**config.mk**
```make
export PLATFORM = sky130hd
export DESIGN_NAME = pad_subsystem_top
export DESIGN_NICKNAME = d
export VERILOG_FILES = /design/src/hw/pad_pkg.sv /design/src/hw/link_pkg.sv /design/src/hw/pad_link_reader.sv /design/src/hw/pad_button_tracker.sv /design/src/hw/pad_subsystem_top.sv
export SDC_FILE = /design/constraint.sdc
export NUM_CORES = 1
export LEC_CHECK = 0
export BUFFER_PORTS_ARGS = -buffer_cell sky130_fd_sc_hd__buf_2
export CAP_MARGIN = 20
export CORE_AREA = 2 2 99 101
export CTS_CLUSTER_SIZE = 28
export DETAILED_ROUTE_END_ITERATION = 12
export DIE_AREA = 0 0 101 103
export PLACE_DENSITY = 0.52
export REMOVE_ABC_BUFFERS = 1
export SYNTH_ARGS = -nofsm -noshare
export SYNTH_HDL_FRONTEND = slang
export SYNTH_SLANG_ARGS = --single-unit
```
**constraint.sdc**
```tcl
create_clock -name clk -period 1.5 [get_ports clk]
set_input_delay 0.3 -clock clk [delete_from_list [all_inputs] [get_ports clk]]
set_output_delay 0.3 -clock clk [all_outputs]
set_load 0.005 [all_outputs]
```
**src/hw/pad_pkg.sv**
```systemverilog
// Pad word layout is fixed by the pad hardware and only covers the eight standard buttons
`default_nettype none

package pad_pkg;

	// ----------------------------------------------------------------------
	// Button fields in shift order
	// ----------------------------------------------------------------------
	typedef struct packed {
		logic a;		// First bit out after latch, lands in the MSB
		logic b;
		logic select;
		logic start;
		logic up;
		logic down;
		logic left;
		logic right;	// Last bit out, lands in the LSB
	} pad_buttons_t;

	// One pad byte, seen as wire bits or as named buttons
	typedef union packed {
		logic [7:0]   raw;		// Bit order as shifted in
		pad_buttons_t buttons;	// Same byte by name
	} pad_word_u;

	// ----------------------------------------------------------------------
	// Per-poll report of one pad
	// ----------------------------------------------------------------------
	typedef struct packed {
		pad_buttons_t held;		// Down in this poll
		pad_buttons_t pressed;	// Down now and up in the poll before
		pad_buttons_t released;	// Up now and down in the poll before
	} pad_report_t;

endpackage

`default_nettype wire

```
**src/hw/link_pkg.sv**
```systemverilog
// Link states are sized for a 3-bit register and the pins are shared by both pads
`default_nettype none

package link_pkg;

	// ----------------------------------------------------------------------
	// Poll sequencer states
	// ----------------------------------------------------------------------
	typedef enum logic [2:0] {
		LINK_IDLE     = 3'd0,	// Waiting for a frame request
		LINK_LATCH_HI = 3'd1,	// Latch pulse to both pads
		LINK_LATCH_LO = 3'd2,	// Latch released
		LINK_CLOCK_LO = 3'd3,	// Pad clock low, data sampled at the end
		LINK_CLOCK_HI = 3'd4,	// Pad clock high, pads shift
		LINK_DONE     = 3'd5	// Words complete
	} link_state_e;

	// ----------------------------------------------------------------------
	// Pins driven to the pads
	// ----------------------------------------------------------------------
	typedef struct packed {
		logic latch;	// High loads the pad registers
		logic pad_clk;	// Idles high and rising edge shifts the pads
	} link_pins_t;

endpackage

`default_nettype wire

```
**src/hw/pad_link_reader.sv**
```systemverilog
// Pad data enters the shift registers unsynchronized and a frame during a poll is dropped
`default_nettype none

module pad_link_reader
	import link_pkg::*;
	import pad_pkg::*;
#(
	parameter int CLK_DIV_BITS = 4	// Sequencer steps once per 2**CLK_DIV_BITS cycles
)(
	input  logic       clk,
	input  logic       reset_n,
	input  logic       frame,		// Poll request pulse
	input  logic       pad_data0,	// Active-low serial data of pad 0
	input  logic       pad_data1,	// Active-low serial data of pad 1
	output link_pins_t pins,		// Latch and clock to both pads
	output pad_word_u  word0,		// Raw wire bits of pad 0
	output pad_word_u  word1,		// Raw wire bits of pad 1
	output logic       busy,		// Request pending or poll running
	output logic       done			// One-cycle strobe, words valid
);

	// ----------------------------------------------------------------------
	// Declarations
	// ----------------------------------------------------------------------
	logic [CLK_DIV_BITS-1:0] div_cnt;	// Free-running divider
	logic                    step;		// Sequencer enable tick
	logic                    pending;	// Remembered frame request
	link_state_e             state;
	link_state_e             state_nxt;
	logic [2:0]              bit_cnt;	// Clock pairs given so far

	// ----------------------------------------------------------------------
	// Clock-enable divider
	// ----------------------------------------------------------------------
	always_ff @(posedge clk or negedge reset_n)
	begin
		if (!reset_n)
			div_cnt <= '0;
		else
			div_cnt <= div_cnt + 1'b1;	// Wraps freely
	end

	assign step = &div_cnt;	// One tick per divider period

	// ----------------------------------------------------------------------
	// Request capture
	// ----------------------------------------------------------------------
	always_ff @(posedge clk or negedge reset_n)
	begin
		if (!reset_n)
			pending <= 1'b0;
		else if (state != LINK_IDLE)
			pending <= 1'b0;	// Poll under way so requests are dropped
		else if (frame)
			pending <= 1'b1;	// Catches a single-cycle pulse
	end

	// Busy from the pending bit and the state, not from the request input
	assign busy = pending || (state != LINK_IDLE);

	// ----------------------------------------------------------------------
	// Sequencer
	// ----------------------------------------------------------------------
	always_comb
	begin
		state_nxt = state;
		case (state)
			LINK_IDLE:
			begin
				if (pending)
					state_nxt = LINK_LATCH_HI;	// Start a poll
			end
			LINK_LATCH_HI: state_nxt = LINK_LATCH_LO;
			LINK_LATCH_LO: state_nxt = LINK_CLOCK_LO;
			LINK_CLOCK_LO: state_nxt = LINK_CLOCK_HI;
			LINK_CLOCK_HI:
			begin
				if (bit_cnt == 3'd7)
					state_nxt = LINK_DONE;		// Eighth pair finished
				else
					state_nxt = LINK_CLOCK_LO;	// Next bit
			end
			default: state_nxt = LINK_IDLE;		// LINK_DONE and unused codes
		endcase
	end

	always_ff @(posedge clk or negedge reset_n)
	begin
		if (!reset_n)
		begin
			state   <= LINK_IDLE;
			bit_cnt <= 3'd0;
		end
		else if (step)
		begin
			state <= state_nxt;
			if (state == LINK_CLOCK_HI)
				bit_cnt <= bit_cnt + 3'd1;	// Wraps to 0 after the eighth pair
		end
	end

	// Leaving LINK_DONE on a tick
	assign done = step && (state == LINK_DONE);

	// ----------------------------------------------------------------------
	// Shift registers
	// ----------------------------------------------------------------------
	always_ff @(posedge clk or negedge reset_n)
	begin
		if (!reset_n)
		begin
			word0 <= '0;
			word1 <= '0;
		end
		else if (step && (state == LINK_CLOCK_LO))
		begin
			word0.raw <= {word0.raw[6:0], pad_data0};	// In at the LSB
			word1.raw <= {word1.raw[6:0], pad_data1};	// So A ends in the MSB
		end
	end

	// ----------------------------------------------------------------------
	// Pad pins
	// ----------------------------------------------------------------------
	always_ff @(posedge clk or negedge reset_n)
	begin
		if (!reset_n)
		begin
			pins.latch   <= 1'b0;
			pins.pad_clk <= 1'b1;	// Clock idles high
		end
		else
		begin
			pins.latch   <= (state == LINK_LATCH_HI);
			pins.pad_clk <= (state != LINK_CLOCK_LO);	// Low only in the low phase
		end
	end

endmodule

`default_nettype wire

```
**src/hw/pad_button_tracker.sv**
```systemverilog
// One tracker per pad; the first poll after reset compares against an all-released state
`default_nettype none

module pad_button_tracker
	import pad_pkg::*;
(
	input  logic        clk,
	input  logic        reset_n,
	input  logic        done,			// Word valid strobe from the reader
	input  pad_word_u   word,			// Active-low wire bits
	output pad_report_t report,			// Held, pressed and released buttons
	output logic        report_valid	// One cycle after done
);

	// ----------------------------------------------------------------------
	// Declarations
	// ----------------------------------------------------------------------
	pad_word_u    level;		// Active-high copy of the word
	pad_buttons_t now_held;		// Buttons down in this poll
	pad_buttons_t prev_held;	// Buttons down in the poll before
	pad_report_t  report_nxt;

	// ----------------------------------------------------------------------
	// Decode
	// ----------------------------------------------------------------------
	always_comb
	begin
		level.raw = ~word.raw;	// Wire low means pressed
		now_held  = level.buttons;	// Read back by name
	end

	// Last poll's held buttons are the tracker's memory
	assign prev_held = report.held;

	// ----------------------------------------------------------------------
	// Edge detection
	// ----------------------------------------------------------------------
	always_comb
	begin
		report_nxt.held     = now_held;
		report_nxt.pressed  = pad_buttons_t'(now_held & ~prev_held);	// Newly down
		report_nxt.released = pad_buttons_t'(prev_held & ~now_held);	// Newly up
	end

	// ----------------------------------------------------------------------
	// Report register
	// ----------------------------------------------------------------------
	always_ff @(posedge clk or negedge reset_n)
	begin
		if (!reset_n)
			report <= '0;
		else if (done)
			report <= report_nxt;	// Overwritten each poll
	end

	always_ff @(posedge clk or negedge reset_n)
	begin
		if (!reset_n)
			report_valid <= 1'b0;
		else
			report_valid <= done;	// Same cycle as the new report
	end

endmodule

`default_nettype wire

```
**src/hw/pad_subsystem_top.sv**
```systemverilog
// Pad 0 and pad 1 share the latch and clock pins and the data lines are not swapped
`default_nettype none

module pad_subsystem_top
	import link_pkg::*;
	import pad_pkg::*;
#(
	parameter int CLK_DIV_BITS = 4	// One sequencer step every 16 cycles
)(
	input  logic        clk,
	input  logic        reset_n,
	input  logic        frame,			// Poll request, e.g. vertical sync
	input  logic        pad_data0,		// Active-low data from pad 0
	input  logic        pad_data1,		// Active-low data from pad 1
	output link_pins_t  pins,			// Shared latch and pad clock
	output logic        busy,			// Poll pending or running
	output pad_report_t report0,		// Pad 0 buttons
	output pad_report_t report1,		// Pad 1 buttons
	output logic        report_valid	// Both reports updated
);

	// ----------------------------------------------------------------------
	// Reader to tracker wires
	// ----------------------------------------------------------------------
	pad_word_u word0;
	pad_word_u word1;
	logic      done;

	pad_link_reader #(
		.CLK_DIV_BITS (CLK_DIV_BITS)
	) reader (
		.clk       (clk),
		.reset_n   (reset_n),
		.frame     (frame),
		.pad_data0 (pad_data0),
		.pad_data1 (pad_data1),
		.pins      (pins),
		.word0     (word0),
		.word1     (word1),
		.busy      (busy),
		.done      (done)
	);

	// ----------------------------------------------------------------------
	// Button trackers
	// ----------------------------------------------------------------------
	pad_button_tracker track0 (
		.clk          (clk),
		.reset_n      (reset_n),
		.done         (done),
		.word         (word0),
		.report       (report0),
		.report_valid (report_valid)	// Strobe for both pads
	);

	pad_button_tracker track1 (
		.clk          (clk),
		.reset_n      (reset_n),
		.done         (done),
		.word         (word1),
		.report       (report1),
		.report_valid ()				// Same timing as track0
	);

endmodule

`default_nettype wire

```
Word-level counts from Yosys, hierarchy flattened
Cells that the tools add are included.
{"block": "op_classes", "n_addsub": 2, "eq_ne": 8, "n_mux": 5, "n_bitwise": 10, "reduce_logical": 9}
{"operator": "$not A8 Y8", "count": 6}
{"operator": "$and A8 B8 Y8", "count": 4}
{"operator": "$pmux W3 S5", "count": 1}
{"operator": "$reduce_and A5 Y1", "count": 2}
{"operator": "$eq A3 B3 Y1 const B", "count": 3}
{"operator": "$eq A3 B2 Y1 const B", "count": 2}
{"operator": "$mux W3", "count": 2}
{"operator": "$add A4 B1 Y4 const B", "count": 1}
{"operator": "$reduce_and A4 Y1", "count": 1}
{"operator": "$add A3 B1 Y3 const B", "count": 1}
{"operator": "$eq A3 B1 Y1 const B", "count": 1}
{"operator": "$logic_not A3 Y1", "count": 1}
{"operator": "$ne A3 B2 Y1 const B", "count": 1}
{"operator": "$reduce_bool A3 Y1", "count": 1}
{"operator": "$logic_and A1 B1 Y1", "count": 2}
{"operator": "$mux W1", "count": 2}
{"operator": "$ne A2 B1 Y1 const B", "count": 1}
{"operator": "$reduce_bool A2 Y1", "count": 1}
{"operator": "$logic_or A1 B1 Y1", "count": 1}
{"block": "word_totals", "regBits": 78, "input_bits": 5, "output_inout_bits": 52, "wordCells": 91}

Depth between registers and ports, before layout
{"block": "depth", "word_depth": 3, "depth_mapped": 7, "ltp_nobuf": 5}

By module
From an unflattened synthesis, not the netlist that was laid out.
{"block": "unflattened", "cells_unflattened": 249, "hier_area_um2": 3165.5}
{"module": "pad_button_tracker", "n_inst": 2, "cells_per_inst": 84, "area_each_um2": 989.7, "seq_area_each_um2": 625.6}
{"module": "pad_link_reader", "n_inst": 1, "cells_per_inst": 81, "area_each_um2": 1186.1, "seq_area_each_um2": 726.9}

Least setup slack after synthesis
Ideal clock, no wire load.
{"block": "synth_timing", "path_kind": "flip-flop to flip-flop", "from": "reg reader.div_cnt[0]", "to": "reg track0.report[10] in the netlist's numbering", "setup_ns": 0.127, "arrival_ns": 1.504, "t_required_ns": 1.373, "slack_ns": -0.131, "path_stages_with_launch": 7, "n_path_buf": 2, "period_less_slack_ns": 1.631, "path_cell_list": "dfrtp_1 ha_1 and3_1 and4b_1 buf_2 buf_6 mux2_1"}
{"block": "synth_via", "elab_chain_len": 2}
{"element": "start, declared", "line": "pad_link_reader.sv:25", "rtl": "logic [CLK_DIV_BITS-1:0] div_cnt;"}
{"element": "start signal, assigned", "line": "pad_link_reader.sv:40", "rtl": "div_cnt <= div_cnt + 1'b1;"}
{"element": "$reduce_and A4 Y1", "line": "pad_link_reader.sv:43", "rtl": "assign step = &div_cnt;"}
{"element": "$logic_and A1 B1 Y1", "line": "pad_link_reader.sv:103", "rtl": "assign done = step && (state == LINK_DONE);"}
{"element": "end signal, assigned", "line": "pad_button_tracker.sv:53", "rtl": "report <= report_nxt;"}
{"element": "end, declared", "line": "pad_button_tracker.sv:11", "rtl": "output pad_report_t report,"}
No other way between the ends.
A chain may end at the register's enable or synchronous reset.

Worst setup path in the final report
{"block": "layout_timing", "from": "reg reader.div_cnt[0]", "to": "reg track0.report[8] in the netlist's numbering"}
The elaborated chain is that of the path after synthesis.

==> flow_summary.toml <==
[placement]
hpwlAfterDp_um = 3930
dpl_worst_slack_ps = -135
gp_routability_congestion = 0.712
port-buffer-count = 56

[critical_path]
endpoint = "track0.report[8]"
reg2reg_slack_ps = -90
ff2ff_path_depth = 5
startpoint_type = "register"
r2r-start = "reader.div_cnt[0]"
r2r-end = "track0.report[8]"
cp_max_fo = 14
crit_type = "register to register"
critPathRequiredTime_ps = 1710
crit_arrival_ps = 1800
crit_start = "reader.div_cnt[0]"
endpoint_kind = "register"

[logic_synthesis]
synth_edf_count = 0
syn-cell-area_um2 = 3220
synth_ff_type = "dfrtp_1"
synth_seq_cells = 78
synth_top_area_share_pct = 59.9
ys_types = 33
yosys.area.top_type = "dfrtp_1"
synth_compound_area_share_pct = 1.44
synth_mux_area_share_pct = 22.1
synth-simple-area-share_pct = 6.81
synth-xor-area-share_pct = 0.817
syn_area_per_cell_um2 = 12.9
synthArstFlopShare_pct = 100
synth_top_family_by_area = "multiplexers"
yosysWarnings = 0
synth_area_leaders = "dfrtp_1, mux2i_1, mux2_1"
netlist_instances = 249
synthAdderAreaFrac_pct = 1.17
seq_area_frac_synth_pct = 60.7

[detailed_routing]
wl_met2_um = 2740
dr_wl_met3_um = 298
wl_per_cell_um = 13.1
drc = 0
met1_length_um = 2980
drt_iter0_drc = 48
antenna_left = 0
dr.pass1.iters = 4
top_layer = "met4"
routed_wl_um = 6070
avgViaCountPerCell = 4.44
vias = 2066

[clock_tree]
cts_tree = "yes"
cts.sinks = 78
worstSkewPairLatency_ps = 340
root_buffer = "clkbuf_8"
cts_made_buffers = 9
clkTransAtPathRegs_ps = 80
clk_path_buf_depth = 2
h-tree-depth = 3

[job]
drv_cap = 0

[global_routing]
grt_pass1_vias = 2057
grt_max_degree = 42
grt_pass1_wl_um = 10100
grt.total_usage_pct = 12.5
antenna_found_initial = 0
overflow = 0

[sta]
max_freq_mhz = 628
finClkSkew_ps = 11.8
setup_viol = 44
period_minus_slack_ps = 1590
tightest_slew_ps = 301
setup_slack_ps = -91.3
fin_tns_setup_ps = -1530
post-route-period-util_pct = 106
slew_viol_final = 0
hold_ws_ps = 193
rsz0062_at_grt = "yes"
slew_headroom_pct = 80.0
hold_violations = 0

[floorplanning]
die_y_um = 103
start_util_pct = 34.0
io_pins = 57
core_um2 = 9460
die-area_um2 = 10400
die_w_um = 101
num_rows = 36

[layout]
drive_gt1_share_pct = 36.8
area_growth_pct = 29.7
layout.nets = 354
num_antenna_cells = 0

[power_and_ir_drop]
leakage_uw = 0.00214
ir_drop_mv = 0.405
power-per-cell-area_nw_per_um2 = 885

[run_status]
violations = "negative setup slack"
status = "finished with violations"

[hold_path]
hold_class = "input port to register"
per-layer routing:
metal  vias to the layer above  track usage [%]
met4                         0             4.05
li1                       1003                -
met2                        37             18.6
met1                      1020             17.5
met3                         6             4.07
met5                         -                0
synthesized netlist by cell type, types with 2 or more instances:
cell type	count
buf_2	2
buf_6	3
buf_4	4
dfrtp_1	77
nand2_1	17
inv_1	33
a21oi_1	2
mux2_2	6
mux2_1	26
nor3b_1	2
mux2_4	2
mux2i_1	32
xnor2_1	2
ha_1	3
nor2_1	20
cells by family after synthesis:
kind of cell | count (synthesis)
DFF | 78
muxes | 66
and+or+nand+nor | 47
buffers and inverters | 45
AOI/OAI and AO/OA | 7
xor gates and xnor gates | 3
adders and majority gates | 3
what timing repair did:
action / CTS / global route
pin swaps: 4 / 3
hold endpoints to repair: 14 / 0
setup endpoints to repair: 33 / 64
resized for setup: 10 / 12
hold buffers: 1 / 0
buffers inserted: 11 / 11
cells in the final DEF, fill, tap and decap left out, drive strengths merged:
master | synthesis | layout
buf | 10 | 96
dfrtp | 77 | 77
inv | 34 | 34
mux2 | 34 | 34
mux2i | 32 | 32
nor2 | 20 | 20
nand2 | 17 | 17
clkbuf | 1 | 11
ha | 3 | 3
clkinv | 0 | 3
nor3b | 2 | 2
xnor2 | 2 | 2
a21oi | 2 | 2
nand3b | 1 | 1
xor2 | 1 | 1
nand3 | 1 | 1
and3 | 1 | 1
and4b | 1 | 1
nand4 | 1 | 1
o21ai | 1 | 1
o31ai | 1 | 1
a211oi | 1 | 1
a22o | 1 | 1
nor2b | 1 | 1
or4 | 1 | 1
o22ai | 1 | 1
nor4 | 1 | 1
clkinvlp | 0 | 1
bufinv | 0 | 1
dlygate4sd3 | 0 | 1
dfstp | 1 | 1
how the worst min path moves through the flow:
stage | startpoint | to | slack (ps) | cells past startpoint
after floorplan | reset_n | reader.bit_cnt[0] | 4 | 0
after CTS | pad_data1 | reader.word1[0] | 170 | 2
after global placement | reset_n | track0.report[2] | 180 | 1
after detailed placement | reset_n | track0.report[2] | 180 | 1
after global routing | pad_data1 | reader.word1[0] | 170 | 2
final | pad_data1 | reader.word1[0] | 190 | 2
area by class of cell:
| type | instances | area (um^2) |
|---|---|---|
| fillers | 909 | 5290 |
| flip-flops and latches | 78 | 1950 |
| multi-input cells | 126 | 1060 |
| repair buffers | 97 | 689 |
| well taps | 114 | 143 |
| clock buffers | 11 | 131 |
| inverters | 34 | 130 |
| clock inverters | 5 | 60.1 |
sequential cells by signal, indices dropped and copies added, names as in the netlist:
signal and cells:
reader.bit_cnt 3, reader.pins 2, reader.word0 8, track1.report 24, reader.div_cnt 4, reader.pending 1
reader.word1 8, reader.state 3, track0.report_valid 1, track0.report 24
through the flow:
step | util, % | area (um^2) | total power, uW | instances
floorplan | - | 3120 | 2140 | 238
global placement | 39.4 | 3720 | 2200 | 426
detailed placement | 39.4 | 3720 | 2200 | 426
CTS | 42.8 | 4040 | 3750 | 454
global route | 44.1 | 4170 | 3850 | 465
finish | 44.1 | 4170 | 3690 | 465
critical path: stages, from the launching register on:
cell and delay, ps:
dfrtp_1 390, ha_1 210, and3_1 150, and4b_2 250
buf_12 170, mux2_1 320
report_power, final:
group / internal (uW) / total, uW / switching (uW)
Sequential: 2100 / 2100 / 0.00585
Combinational: 13.5 / 57.2 / 43.7
Clock: 774 / 1530 / 760
Total: 2890 / 3690 / 804
Power figures use the tool's default switching activity.
